[src/common/cpuPkg.sv]
package cpuPkg;

    // Data and address width
    parameter int xlen = 32;

    // Major opcodes of the supported RV32I subset
    typedef enum logic [6:0] {
        opReg    = 7'b0110011,
        opImm    = 7'b0010011,
        opLoad   = 7'b0000011,
        opStore  = 7'b0100011,
        opBranch = 7'b1100011
    } opcodeT;

    typedef enum logic [3:0] {
        aluAdd = 4'd0,
        aluSub = 4'd1,
        aluAnd = 4'd2,
        aluOr  = 4'd3,
        aluXor = 4'd4,
        aluSlt = 4'd5, // Signed compare
        aluSll = 4'd6,
        aluSrl = 4'd7
    } aluOpT;

    // Decoded control for one instruction
    typedef struct packed {
        logic              regWrite;
        logic              aluSrc;    // Immediate as second operand
        logic              memWrite;
        logic              memToReg;  // Writeback from data memory
        logic              branch;
        aluOpT             aluOp;
        logic [4:0]        rs1;
        logic [4:0]        rs2;
        logic [4:0]        rd;
        logic [xlen-1:0]   imm;       // Sign-extended
        logic              illegal;
    } ctrlT;

    // One retired instruction as seen at the top level
    typedef struct packed {
        logic [xlen-1:0] pc;
        logic [xlen-1:0] inst;
        logic            rdWe;
        logic [4:0]      rd;
        logic [xlen-1:0] rdData;
        logic            memWe;
        logic [xlen-1:0] memAddr;
        logic [xlen-1:0] memData;
    } retireT;

endpackage

[src/hdl/alu.sv]
`timescale 1ns/10ps

module alu
    import cpuPkg::*;
(
    input  logic [xlen-1:0] a,
    input  logic [xlen-1:0] b,
    input  aluOpT           op,
    output logic [xlen-1:0] result,
    output logic            zero
);

    logic [4:0] shamt;

    assign shamt = b[4:0]; // Shift amount from low five bits

    always_comb begin
        case (op)
            aluAdd: result = a + b;
            aluSub: result = a - b;
            aluAnd: result = a & b;
            aluOr:  result = a | b;
            aluXor: result = a ^ b;
            aluSlt: begin
                result = {{(xlen-1){1'b0}}, ($signed(a) < $signed(b))};
            end
            aluSll: result = a << shamt;
            aluSrl: result = a >> shamt;
            default: result = '0;
        endcase
    end

    // Used by beq through subtraction
    assign zero = (result == '0);

endmodule

[config.mk]
export PLATFORM = sky130hd
export DESIGN_NAME = alu
export DESIGN_NICKNAME = d
export VERILOG_FILES = /design/src/common/cpuPkg.sv /design/src/hdl/alu.sv
export SDC_FILE = /design/constraint.sdc
export NUM_CORES = 1
export LEC_CHECK = 0
export BUFFER_PORTS_ARGS = -buffer_cell sky130_fd_sc_hd__buf_2
export CORE_ASPECT_RATIO = 1.25
export CORE_MARGIN = 5
export CORE_UTILIZATION = 40
export DETAILED_ROUTE_END_ITERATION = 12
export SLEW_MARGIN = 20
export SYNTH_ARGS = -nofsm -noshare
export SYNTH_HDL_FRONTEND = slang
export SYNTH_SLANG_ARGS = --single-unit
export TNS_END_PERCENT = 10
[constraint.sdc]
create_clock -name vclk -period 7.57
set_input_delay 0.757 -clock vclk [all_inputs]
set_output_delay 0.757 -clock vclk [all_outputs]
set_load 0.01 [all_outputs]
---- Yosys cells after proc, flatten, opt, wreduce, memory -nomap -nowiden ----
Index checks and enable logic that the tools add are counted.
W data, S select, Z words.
storage, ports and cells
  bits of input ports ..................... 68
  word-level logic and storage cells ...... 18
  bits in registers ....................... 0
operators by class
  shift operators ......................... 2
  reduce and logical (&&, ||, !) cells .... 2
  order comparisons ....................... 1
  bitwise gates (word level) .............. 3
  mux-type cells .......................... 1
  equal/unequal tests ..................... 7
  add/sub/neg operators ................... 2
operators with widths
  cell                  number
  $pmux W32 S8          1
  $add A32 B32 Y32      1
  $and A32 B32 Y32      1
  $logic_not A32 Y1     1
  $lt A32 B32 Y1        1
  $or A32 B32 Y32       1
  $shl A32 B5 Y32       1
  $shr A32 B5 Y32       1
  $sub A32 B32 Y32      1
  $xor A32 B32 Y32      1
  $eq A4 B3 Y1 const B  4
  $eq A4 B2 Y1 const B  2
  $eq A4 B1 Y1 const B  1
  $logic_not A4 Y1      1

---- Depth between registers and ports, before layout ----
  word-level depth ........................ 3
  gate-level depth with buffers ........... 17
  mapped depth without buffers ............ 14

---- Least setup slack after synthesis ----
No wires, ideal clock.
  kind .................................... in2out
  start point ............................. input port b[3]
  end point ............................... output port zero
  path slack .............................. 2084 ps
  path buffers ............................ 4
  cell stages on the path ................. 16
  arrival time ............................ 4729 ps
  path through ............................ buf_2 inv_1 buf_1 clkbuf_1 ha_1 clkbuf_1 and3_1 a221oi_2 o21ai_1 a221o_1 o21ai_0 o2111ai_1 or4b_1 nor4_1 nand4b_1 nor4_4
on the way
  cells in the longest elaborated chain, start to end .. 3
  elaborated cells between the ends (all ways) .. 10
  those cells by class .................... 2 x add/sub; 1 x order compare; 2 x shift; 1 x mux; 3 x bitwise; 1 x reduce/logical
ends and longest elaborated chain
  item                                      line       source
  start: declaration                        alu.sv:7   input logic [xlen-1:0] b,
  $sub A32 B32 Y32 (tied with other cells)  alu.sv:20  aluSub: result = a - b;
  $pmux W32 S8 *                            alu.sv:18  case (op)
  named net result[8]                       alu.sv:9   output logic [xlen-1:0] result,
  $logic_not A32 Y1 *                       alu.sv:34  assign zero = (result == '0);
  end: declaration                          alu.sv:10  output logic zero
The timed path passes the listed nets; every way through them passes the cells marked *.

---- Worst setup path after layout ----
  start point ............................. input port b[0]
  end point ............................... output port zero
on the way
  cells in the longest elaborated chain, start to end .. 3
  elaborated cells between the ends (all ways) .. 10
  those cells by class .................... 2 x add/sub; 1 x order compare; 2 x shift; 1 x mux; 3 x bitwise; 1 x reduce/logical
ends and longest elaborated chain
  item                                      line
  $sub A32 B32 Y32 (tied with other cells)  alu.sv:20
  $pmux W32 S8 *                            alu.sv:18
  $logic_not A32 Y1 *                       alu.sv:34
Mark *: on every way between the ends. The rest lies on a longest branch, timed or not.

==> metrics.md <==
| Metric | Value |
|---|---|
| Cell Area, Placed | 10,300 um^2 |
| Number of antenna violations at the first check in global routing | 0 |
| Cells taking the most area after synthesis | sky130_fd_sc_hd__ha_1 13%, sky130_fd_sc_hd__mux4_2 9.7%, sky130_fd_sc_hd__mux2i_1 6.2% |
| Area of the die | 27,600 um^2 |
| Classification of the worst-slack hold path | in -> out |
| CTS-repair resized insts | 0 |
| Drt wl/cell | 29.3 um |
| Initial Utilization | 40.2% |
| Number of core rows | 64 |
| Delay of the slowest critical-path stage | 0.67 ns |
| Post-synthesis instance total | 1,371 |
| Setup WS post-layout | 1.51 ns |
| Final period util | 80.0% |
| Final net count | 1,554 |
| Die height | 185 um |
| Commonest cells post-synth | 118 x sky130_fd_sc_hd__nor2_1, 114 x sky130_fd_sc_hd__nand2_1, 105 x sky130_fd_sc_hd__ha_1 |
| Final Hold Violating Endpoints | 0 |
| Synthesized cell area | 9750 um^2 |
| Syn avg cell area | 7.11 um^2 |
| CTS Hold Bufs | 0 |
| IO buf count | 101 |
| Nature of the critical path startpoint | input port |
| Beginning of the critical path | b[0] |
| Width of the chip | 150 um |
| Via count | 12,000 |
| Detailed Place HPWL | 38,700 um |
| Post-Place Worst Slack | 1.46 ns |
| Min Hold Slack | 2.27 ns |
| Area of all placed cells without fillers | 10,300 um^2 |
| Synth unique cells | 95 |
| Worst Path Class, Setup | in -> out |
| Setup TNS | 0 ns |
| Most frequent cell after synthesis | sky130_fd_sc_hd__nor2_1 |
| Wire length of the first global-routing pass | 73,400 um |
| Vias in the first global route | 11,200 |
| Post-route antenna net violation count | 0 |
| Number of violations of the max-capacitance limit | 0 |
| Final WL | 50,000 um |
| Total inserted antenna cells | 0 |
| Power Dens Cells | 80.6 nW/um^2 |
| Total core area | 24,300 um^2 |
| Sequential-to-total area share from yosys stat | 0% |
| Worst slew margin relative to its limit | 34.3% |
| Overflow left after global routing | 0 |
| Area growth, synth to finish | 5.85% |
| Worst voltage drop across the vdd grid | 0.0354 mV |
| Logic depth of the worst path, buffers included | 13 |
| First DRT Iteration DRCs | 1,751 |
| Yosys warning total | 0 |
| Synth top area share | 13.5% |
| Worst slew pin tran | 0.976 ns |
| Category of cells accounting for the largest share of critical-path delay | simple AND/OR/NAND/NOR gates |
| Footprint of the flip-flops and latches | 0 um^2 |
| Io pins | 101 |
| CP max stage cell | sky130_fd_sc_hd__buf_4 |
| Worst hold path depth | 4 |
| Post CTS Setup Buffer Count | 0 |
| Final weighted congestion in routability-driven placement | 1.08 |
| Final setup violating endpoints | 0 |
| DRC Markers | 0 |
| Total leakage power | 4.39 nW |
| DRT Pass-1 Iters | 6 |
| Total number of sequential cells | 0 |
| Min cycle time layout | 6.06 ns |
| Buffers plus inverters on the worst setup path | 2 |
| Nature of the critical path endpoint | output port |
| Critical path peak fanout | 59 |
| Setup repair after global routing missed its margin | no |
| Core Util, Final | 42.5% |
| Max Freq | 0.165 GHz |
| Data arrival at the endpoint of the critical path | 5.30 ns |
| Gr usage total | 34.7% |
| Run status | finished clean |
| Dominant cell type by area after synthesis | sky130_fd_sc_hd__ha_1 |
| Worst path cell trace | buf_4 > ha_1 > nor2_1 > o311ai_1 > a21oi_1 > o21ai_0 > a32oi_1 > or4_1 > or4b_1 > nor4_1 > nand4b_1 > nor4_4 > buf_2 |
| Largest net degree at the start of global routing | 79 |
| Post-Synthesis Net Count | 1,546 |
| DR vias/cell | 7.05 |
| Number of pins with negative max-slew slack in the final report | 0 |
| Layout clock buffers | 0 |
| Worst setup path endpoint | zero |
| Share of layout cells above drive strength 1 | 16.3% |
| Data required time at the worst endpoint | 6.81 ns |
-- worst min-delay path, cell delays in order --
cell	delay (ns)
sky130_fd_sc_hd__buf_2	0.28
sky130_fd_sc_hd__a31oi_1	0.15
sky130_fd_sc_hd__nand3_1	0.16
sky130_fd_sc_hd__buf_2	0.16
-- stage by stage --
stage / total power [mW] / cells
2_1_floorplan: 0.530 / 1371
3_3_place_gp: 0.801 / 1707
3_5_place_dp: 0.799 / 1707
4_1_cts: 0.803 / 1707
5_1_grt: 0.876 / 1707
6_report: 0.831 / 1707
-- routing by layer --
| layer | vias to the layer above | track usage, % | routed length (um) |
|---|---|---|---|
| met5 | - | 0 | 0 |
| met4 | 0 | 14.8 | 2990 |
| met3 | 194 | 6.00 | 5280 |
| met2 | 801 | 55.5 | 22200 |
| met1 | 5801 | 45.9 | 19600 |
| li1 | 5235 | - | - |
-- layout make-up --
type	count	area, um^2
multi-input cells	1156	8860
fillers	2583	13900
repair buffers	120	666
inverters	101	379
well taps	330	413
-- logic make-up after synthesis --
family | share of synthesized area (%)
multiplexers | 19.8
AND/OR/NAND/NOR | 23.9
adder cells (fa/ha/maj) | 13.9
XOR/XNOR | 0.988
AO/OA/AOI/OAI | 32.0
buffers and inverters | 9.41
-- worst min-delay path by stage --
| stage | from | endpoint | slack, ns |
|---|---|---|---|
| 2_1_floorplan | a[31] | result[15] | 1.93 |
| 3_3_place_gp | b[4] | result[7] | 2.23 |
| 3_5_place_dp | b[4] | result[7] | 2.22 |
| 4_1_cts | b[4] | result[7] | 2.23 |
| 5_1_grt | b[4] | result[7] | 2.23 |
| 6_report | b[4] | result[7] | 2.27 |
-- report_power, final --
group,internal [mW],switching (mW)
Clock,0,0
Combinational,0.287,0.544
Sequential,0,0
Total,0.287,0.544
-- placed cells by master, fill, tap and decap left out, types with 17 or more instances in the layout --
| cell type | instances |
|---|---|
| sky130_fd_sc_hd__nor3_1 | 32 |
| sky130_fd_sc_hd__nand2_1 | 114 |
| sky130_fd_sc_hd__a22oi_1 | 18 |
| sky130_fd_sc_hd__o31ai_1 | 22 |
| sky130_fd_sc_hd__a21o_1 | 20 |
| sky130_fd_sc_hd__nand3_1 | 35 |
| sky130_fd_sc_hd__nor2_1 | 118 |
| sky130_fd_sc_hd__o211ai_1 | 26 |
| sky130_fd_sc_hd__mux2_2 | 28 |
| sky130_fd_sc_hd__mux4_2 | 42 |
| sky130_fd_sc_hd__ha_1 | 105 |
| sky130_fd_sc_hd__buf_2 | 99 |
| sky130_fd_sc_hd__a211oi_1 | 20 |
| sky130_fd_sc_hd__mux2i_1 | 60 |
| sky130_fd_sc_hd__o22ai_1 | 22 |
| sky130_fd_sc_hd__nor2b_1 | 24 |
| sky130_fd_sc_hd__nor4_1 | 18 |
| sky130_fd_sc_hd__nand4_1 | 21 |
| sky130_fd_sc_hd__o21ai_0 | 61 |
| sky130_fd_sc_hd__a21oi_1 | 88 |
| sky130_fd_sc_hd__inv_1 | 99 |
| sky130_fd_sc_hd__a31oi_1 | 19 |
| sky130_fd_sc_hd__nand2b_1 | 17 |
| sky130_fd_sc_hd__o221ai_1 | 17 |
| sky130_fd_sc_hd__buf_4 | 20 |
No activity file was read; power rests on OpenSTA's default activity.
