**config.mk**
```make
export PLATFORM = sky130hd
export DESIGN_NAME = instDecode
export DESIGN_NICKNAME = d
export VERILOG_FILES = /design/src/common/cpuPkg.sv /design/src/decode/instDecode.sv
export SDC_FILE = /design/constraint.sdc
export NUM_CORES = 1
export LEC_CHECK = 0
export ABC_AREA = 1
export BUFFER_PORTS_ARGS = -buffer_cell sky130_fd_sc_hd__buf_4
export CAP_MARGIN = 20
export CORE_MARGIN = 5
export CORE_UTILIZATION = 35
export DETAILED_ROUTE_END_ITERATION = 10
export PLACE_DENSITY = 0.91
export SLEW_MARGIN = 20
export SYNTH_ARGS = -nofsm -noshare
export SYNTH_HDL_FRONTEND = slang
export SYNTH_SLANG_ARGS = --single-unit
```
**constraint.sdc**
```tcl
create_clock -name vclk -period 1.5
set_clock_uncertainty 0.15 [all_clocks]
set_input_delay 0.15 -clock vclk [all_inputs]
set_output_delay 0.15 -clock vclk [all_outputs]
set_load 0.02 [all_outputs]
```
**src/common/cpuPkg.sv**
```systemverilog
package cpuPkg;

    // Data and address width
    parameter int xlen = 32;

    // Major opcodes of the supported RV32I subset
    typedef enum logic [6:0] {
        opReg    = 7'b0110011,
        opImm    = 7'b0010011,
        opLoad   = 7'b0000011,
        opStore  = 7'b0100011,
        opBranch = 7'b1100011
    } opcodeT;

    typedef enum logic [3:0] {
        aluAdd = 4'd0,
        aluSub = 4'd1,
        aluAnd = 4'd2,
        aluOr  = 4'd3,
        aluXor = 4'd4,
        aluSlt = 4'd5, // Signed compare
        aluSll = 4'd6,
        aluSrl = 4'd7
    } aluOpT;

    // Decoded control for one instruction
    typedef struct packed {
        logic              regWrite;
        logic              aluSrc;    // Immediate as second operand
        logic              memWrite;
        logic              memToReg;  // Writeback from data memory
        logic              branch;
        aluOpT             aluOp;
        logic [4:0]        rs1;
        logic [4:0]        rs2;
        logic [4:0]        rd;
        logic [xlen-1:0]   imm;       // Sign-extended
        logic              illegal;
    } ctrlT;

    // One retired instruction as seen at the top level
    typedef struct packed {
        logic [xlen-1:0] pc;
        logic [xlen-1:0] inst;
        logic            rdWe;
        logic [4:0]      rd;
        logic [xlen-1:0] rdData;
        logic            memWe;
        logic [xlen-1:0] memAddr;
        logic [xlen-1:0] memData;
    } retireT;

endpackage

```
**src/decode/instDecode.sv**
```systemverilog
`timescale 1ns/10ps

module instDecode
    import cpuPkg::*;
(
    input  logic [xlen-1:0] inst,
    output ctrlT            ctrl
);

    logic [6:0]      opcode;
    logic [2:0]      funct3;
    logic [6:0]      funct7;
    logic [xlen-1:0] immI;
    logic [xlen-1:0] immS;
    logic [xlen-1:0] immB;

    assign opcode = inst[6:0];
    assign funct3 = inst[14:12];
    assign funct7 = inst[31:25];

    assign immI = {{20{inst[31]}}, inst[31:20]};
    assign immS = {{20{inst[31]}}, inst[31:25], inst[11:7]};
    assign immB = {{19{inst[31]}}, inst[31], inst[7], inst[30:25], inst[11:8], 1'b0};

    always_comb begin
        ctrl     = '0;
        ctrl.rs1 = inst[19:15];
        ctrl.rs2 = inst[24:20];
        ctrl.rd  = inst[11:7];
        ctrl.imm = immI;

        case (opcode)
            opReg: begin
                ctrl.regWrite = 1'b1;
                case (funct3)
                    3'b000: ctrl.aluOp = funct7[5] ? aluSub : aluAdd; // bit 30 picks sub
                    3'b111: ctrl.aluOp = aluAnd;
                    3'b110: ctrl.aluOp = aluOr;
                    3'b100: ctrl.aluOp = aluXor;
                    3'b010: ctrl.aluOp = aluSlt;
                    3'b001: ctrl.aluOp = aluSll;
                    3'b101: ctrl.aluOp = aluSrl;
                    default: ctrl.illegal = 1'b1;
                endcase
                // Only sub may set funct7 bit 30, sra is not supported
                if (funct7 != 7'b0000000 && !(funct7 == 7'b0100000 && funct3 == 3'b000)) begin
                    ctrl.illegal = 1'b1;
                end
            end
            opImm: begin
                ctrl.regWrite = 1'b1;
                ctrl.aluSrc   = 1'b1;
                case (funct3)
                    3'b000: ctrl.aluOp = aluAdd;
                    3'b111: ctrl.aluOp = aluAnd;
                    3'b110: ctrl.aluOp = aluOr;
                    3'b100: ctrl.aluOp = aluXor;
                    3'b010: ctrl.aluOp = aluSlt;
                    default: ctrl.illegal = 1'b1; // No immediate shifts
                endcase
            end
            opLoad: begin
                ctrl.regWrite = 1'b1;
                ctrl.aluSrc   = 1'b1;
                ctrl.memToReg = 1'b1;
                ctrl.illegal  = (funct3 != 3'b010); // lw only
            end
            opStore: begin
                ctrl.aluSrc   = 1'b1;
                ctrl.memWrite = 1'b1;
                ctrl.imm      = immS;
                ctrl.illegal  = (funct3 != 3'b010);
            end
            opBranch: begin
                ctrl.branch  = 1'b1;
                ctrl.aluOp   = aluSub;  // Equal operands give zero
                ctrl.imm     = immB;
                ctrl.illegal = (funct3 != 3'b000);
            end
            default: ctrl.illegal = 1'b1;
        endcase

        // Illegal words retire as no-ops
        if (ctrl.illegal) begin
            ctrl.regWrite = 1'b0;
            ctrl.memWrite = 1'b0;
            ctrl.memToReg = 1'b0;
            ctrl.branch   = 1'b0;
        end
    end

endmodule

```
# Word level (Yosys, flattened, before mapping)
# Index checks and enable logic that the tools add are counted.
dict set report word_totals {
  register_bits 0
  latchBits 0
  ram_bits 0
  romBits 0
  input_bits 32
  output_inout_bits 57
  elab_cells 40
  memories 0
}
dict set report op_classes {
  n_addsub 0
  mul 0
  div_mod_pow 0
  n_lt_le_gt_ge 0
  eq_ne 13
  n_shift 0
  n_mux 16
  bitwise_logic 0
  n_reduce_logical 11
}
# cell count
set ops {}
lappend ops {{one-hot mux 12 bit (2 select lines)} 1}
lappend ops {{equality test 7 x 6 -> 1 bit, second input constant} 3}
lappend ops {{one-hot mux 3 bit (7 select lines)} 1}
lappend ops {{equality test 3 bit, second input constant} 4}
lappend ops {{one-hot mux 3 bit (4 select lines)} 1}
lappend ops {{one-hot mux 4 bit (3 select lines)} 1}
lappend ops {{two-way mux 1 bit} 10}
lappend ops {{equality test 7 x 2 -> 1 bit, second input constant} 1}
lappend ops {{equality test 7 x 5 -> 1 bit, second input constant} 1}
lappend ops {{equality test 7 bit, second input constant} 1}
lappend ops {{nonzero test 7 bit} 1}
lappend ops {{OR reduction 7 bit} 1}
lappend ops {{OR reduction 3 bit} 2}
lappend ops {{OR reduction 5 bit} 1}
lappend ops {{one-hot mux 1 bit (4 select lines)} 1}
lappend ops {{equality test 3 x 1 -> 1 bit, second input constant} 1}
lappend ops {{equality test 3 x 2 -> 1 bit, second input constant} 1}
lappend ops {{zero test 3 bit} 1}
lappend ops {{two-way mux 3 bit} 1}
lappend ops {{!= test 3 x 2 -> 1 bit, second input constant} 1}
lappend ops {{nonzero test 3 bit} 1}
lappend ops {{logical AND 1 bit} 2}
lappend ops {{OR reduction 2 bit} 1}
lappend ops {{zero test 1 bit} 1}

# Logic depth before layout (Yosys ltp)
dict set report logic_depth {
  word_depth 7
  depth_mapped 8
  mapped_depth_nobuf 8
}

# Least setup slack after synthesis
# OpenSTA, ideal clock, no wires.
dict set report synth_path {
  path_type {in2out}
  from {input port inst[2]}
  to {output port ctrl[50] in the netlist's numbering}
  arrival_ps 1028
  slack_ps 172
  path_stages 7
  n_path_buf 0
  path_cell_list {inv_2 nand2_2 nor2_8 inv_2 nor2_2 nand2_1 a31oi_1}
}
# item line_no
set synth_lines {}
lappend synth_lines {{from (decl)} instDecode.sv:6} ;# input logic [xlen-1:0] inst,
lappend synth_lines {{to (decl)} instDecode.sv:7} ;# output ctrlT ctrl

==> summary.md <==
| Metric | Value |
|---|---|
| Status | `finished, final reports clean` |
| Initial antenna violation count | `0` |
| Tcrit/Tclk final | `0.990` |
| Post-synthesis area per instance | `around 6.4 sq um` |
| Largest net degree at the start of global routing | `22` |
| CP Data Required Time | `~1.2 ns` |
| Post-cts hold buffer count | `0` |
| CP Launch Type | `input port` |
| Hold worst-path end | `ctrl[45]` |
| Drt total wl | `between 2000 and 2500 um` |
| Yosys top cell area share | `0.413` |
| Synth Area in Adders | `0` |
| Routed Antenna Nets | `0` |
| Total Routing Usage GR | `0.112` |
| Area contributors post-synth | `buf_4, mux2_4, nand2_1` |
| Core region area | `roughly 2100 sq um` |
| Post-synth cell types | `23` |
| DRT iter0 DRCs | `22` |
| Post-synth top area cell | `buf_4` |
| Setup CP Type | `input port to output pin` |
| Height of the die | `around 57 um` |
| Max IR drop VDD | `approximately 150 uV` |
| Post-synthesis xor/xnor area fraction | `0` |
| Share of cells above drive strength 1 | `0.738` |
| Pwr/cell area | `between 200 and 300 nW/um^2` |
| RSZ-0062 raised after global routing | `true` |
| Drt drc | `0` |
| Final HPWL DP | `about 1800 um` |
| PortBufs | `~80` |
| P_int | `between 150 and 200 uW` |
| Max Cap Viol | `0` |
| Setup violations, final | `0` |
| Gr ovfl total | `0` |
| CLK BUF | `0` |
| Hold_sp | `inst[17]` |
| Compound-Gate Fraction of Synth Area | `0.0803` |
| Net count, final | `roughly 190` |
| Drt wl/cell | `approximately 12 um` |
| Post-detailed-route via-to-cell ratio | `around 4.4` |
| Flip-flop and latch count | `0` |
| Post-synthesis mux area share | `0.0787` |
| Vias in the first global route | `~760` |
| Yosys warning count | `0` |
| Hold Violations, Final | `0` |
| Number of cells produced by synthesis | `about 120` |
| Share of the yosys chip area belonging to registers | `0` |
| Pre-CTS WS | `-0.00772 ns` |
| Die Wd | `roughly 57 um` |
| Sw Ratio | `0.539` |
| Cell row count | `17` |
| Starting Density | `0.355` |
| Min Tclk post-route | `between 1 and 1.5 ns` |
| Synthesized cell area | `about 760 sq um` |
| Synth Area in Simple Gates | `0.364` |
| Pre-antenna DRT Iters | `4` |
| Sw Pwr | `approximately 180 uW` |
| # diodes | `0` |
| Routability cong. | `about 0.76` |
| Crit Path Max Fanout | `5` |
| Worst hold path depth | `0` |
| Die area | `roughly 3200 sq um` |
| Combinational power share | `1.000` |
| Share of power burned in registers | `0` |
| Slew Viols, Final | `0` |
| Area grow syn2layout | `54.1%` |
| Post-synth top cells | `buf_4, nand2_1, nor2_1` |
| Max Freq | `0.673 GHz` |
| Hold Crit Class | `input port to output pin` |
| Worst EP arrival | `about 1.2 ns` |
| Top-level I/O count | `slightly below 90` |
| Leakage | `about 0.66 nW` |
| Wire length of the first global-routing pass | `around 3100 um` |
| Final WS setup | `between 0.01 and 0.015 ns` |
| Top-count cell post-synth | `buf_4` |
| Sequential cell area | `0 sq um` |
| Largest family of logic cells by synthesized area | `buffers and inverters` |
| Mapped Nets | `roughly 150` |
| Worst Setup End Kind | `output pin` |
| Vias | `about 830` |
| Clock Power Share | `0` |
| Setup TNS | `0 ns` |
==> power groups by stage <==
stage	clock network, mW	logic, mW	registers, mW
final	0	0.336	0
after global routing	0	0.359	0
after CTS	0	0.326	0
after detailed placement	0	0.322	0
after global placement	0	0.317	0
after floorplan	0	0.235	0
==> how the worst max path moves through the flow <==
stage               cells after the start     from  slack, ns  endpoint
CTS                                     9  inst[2]     0.0009  ctrl[53]
floorplan                               7  inst[2]       0.17  ctrl[50]
global route                            9  inst[3]      -0.05  ctrl[50]
global placement                        9  inst[2]      0.008  ctrl[53]
detailed placement                      9  inst[2]     -0.008  ctrl[53]
finish                                  9  inst[3]       0.01  ctrl[50]
==> through the flow <==
step	instance area (sq um)	util	total power [mW]	hold WS, ns	cells
2_1_floorplan	763	-	0.235	0.232	119
3_3_place_gp	1080	0.501	0.317	0.150	184
3_5_place_dp	1080	0.501	0.322	0.150	184
4_1_cts	1100	0.514	0.326	0.150	186
5_1_grt	1180	0.547	0.359	0.150	188
6_report	1180	0.547	0.336	0.150	188
==> cell usage in the layout (no fill, tap or decap) <==
cell,instances
nor3_2,1
nand2_1,13
nand2_2,8
mux2_4,4
inv_2,7
nor2_2,3
o21ai_1,1
nor2_4,1
inv_1,4
nand2_4,2
o221ai_1,1
a21oi_1,1
inv_4,1
nand3_1,6
buf_12,1
a211oi_1,1
a21oi_2,3
nand4_1,1
o21ai_0,2
a31oi_1,1
conb_1,1
nor2_1,10
nand3_2,2
buf_4,78
nor2_8,1
nand3_4,2
buf_6,4
==> timing repair <==
item | CTS | global route
buffers inserted | 2 | 2
resized for setup | 0 | 14
endpoints found under the setup margin | 1 | 12
pin swaps | 1 | 6
==> worst max-delay path, stage by stage <==
cell and delay, ns:
buf_6 0.09, inv_2 0.06, nand2_4 0.06, nor2_8 0.17, inv_4 0.07, nor2_4 0.15, nand2_2 0.08, a31oi_1 0.18
buf_4 0.17
==> per-layer routing <==
layer,global-route usage,up-vias,wire length (um)
met5,0,-,0
met1,0.121,366,749
met4,0.0136,0,42
met3,0.0276,6,251
li1,-,418,-
met2,0.221,43,1210
==> area by class of cell <==
class	instances	area, sq um
fillers	213	972
inverters	12	47.5
multi-input cells	65	443
well taps	28	35.0
repair buffers	83	651
==> cell families (layout without fill, tap and decap cells) <==
kind of cell,after synthesis,count (layout)
buffers and inverters,54,95
AND/OR/NAND/NOR,50,50
multiplexers,4,4
AO/OA/AOI/OAI,10,10
other,1,1
Power figures use the tool's default switching activity.
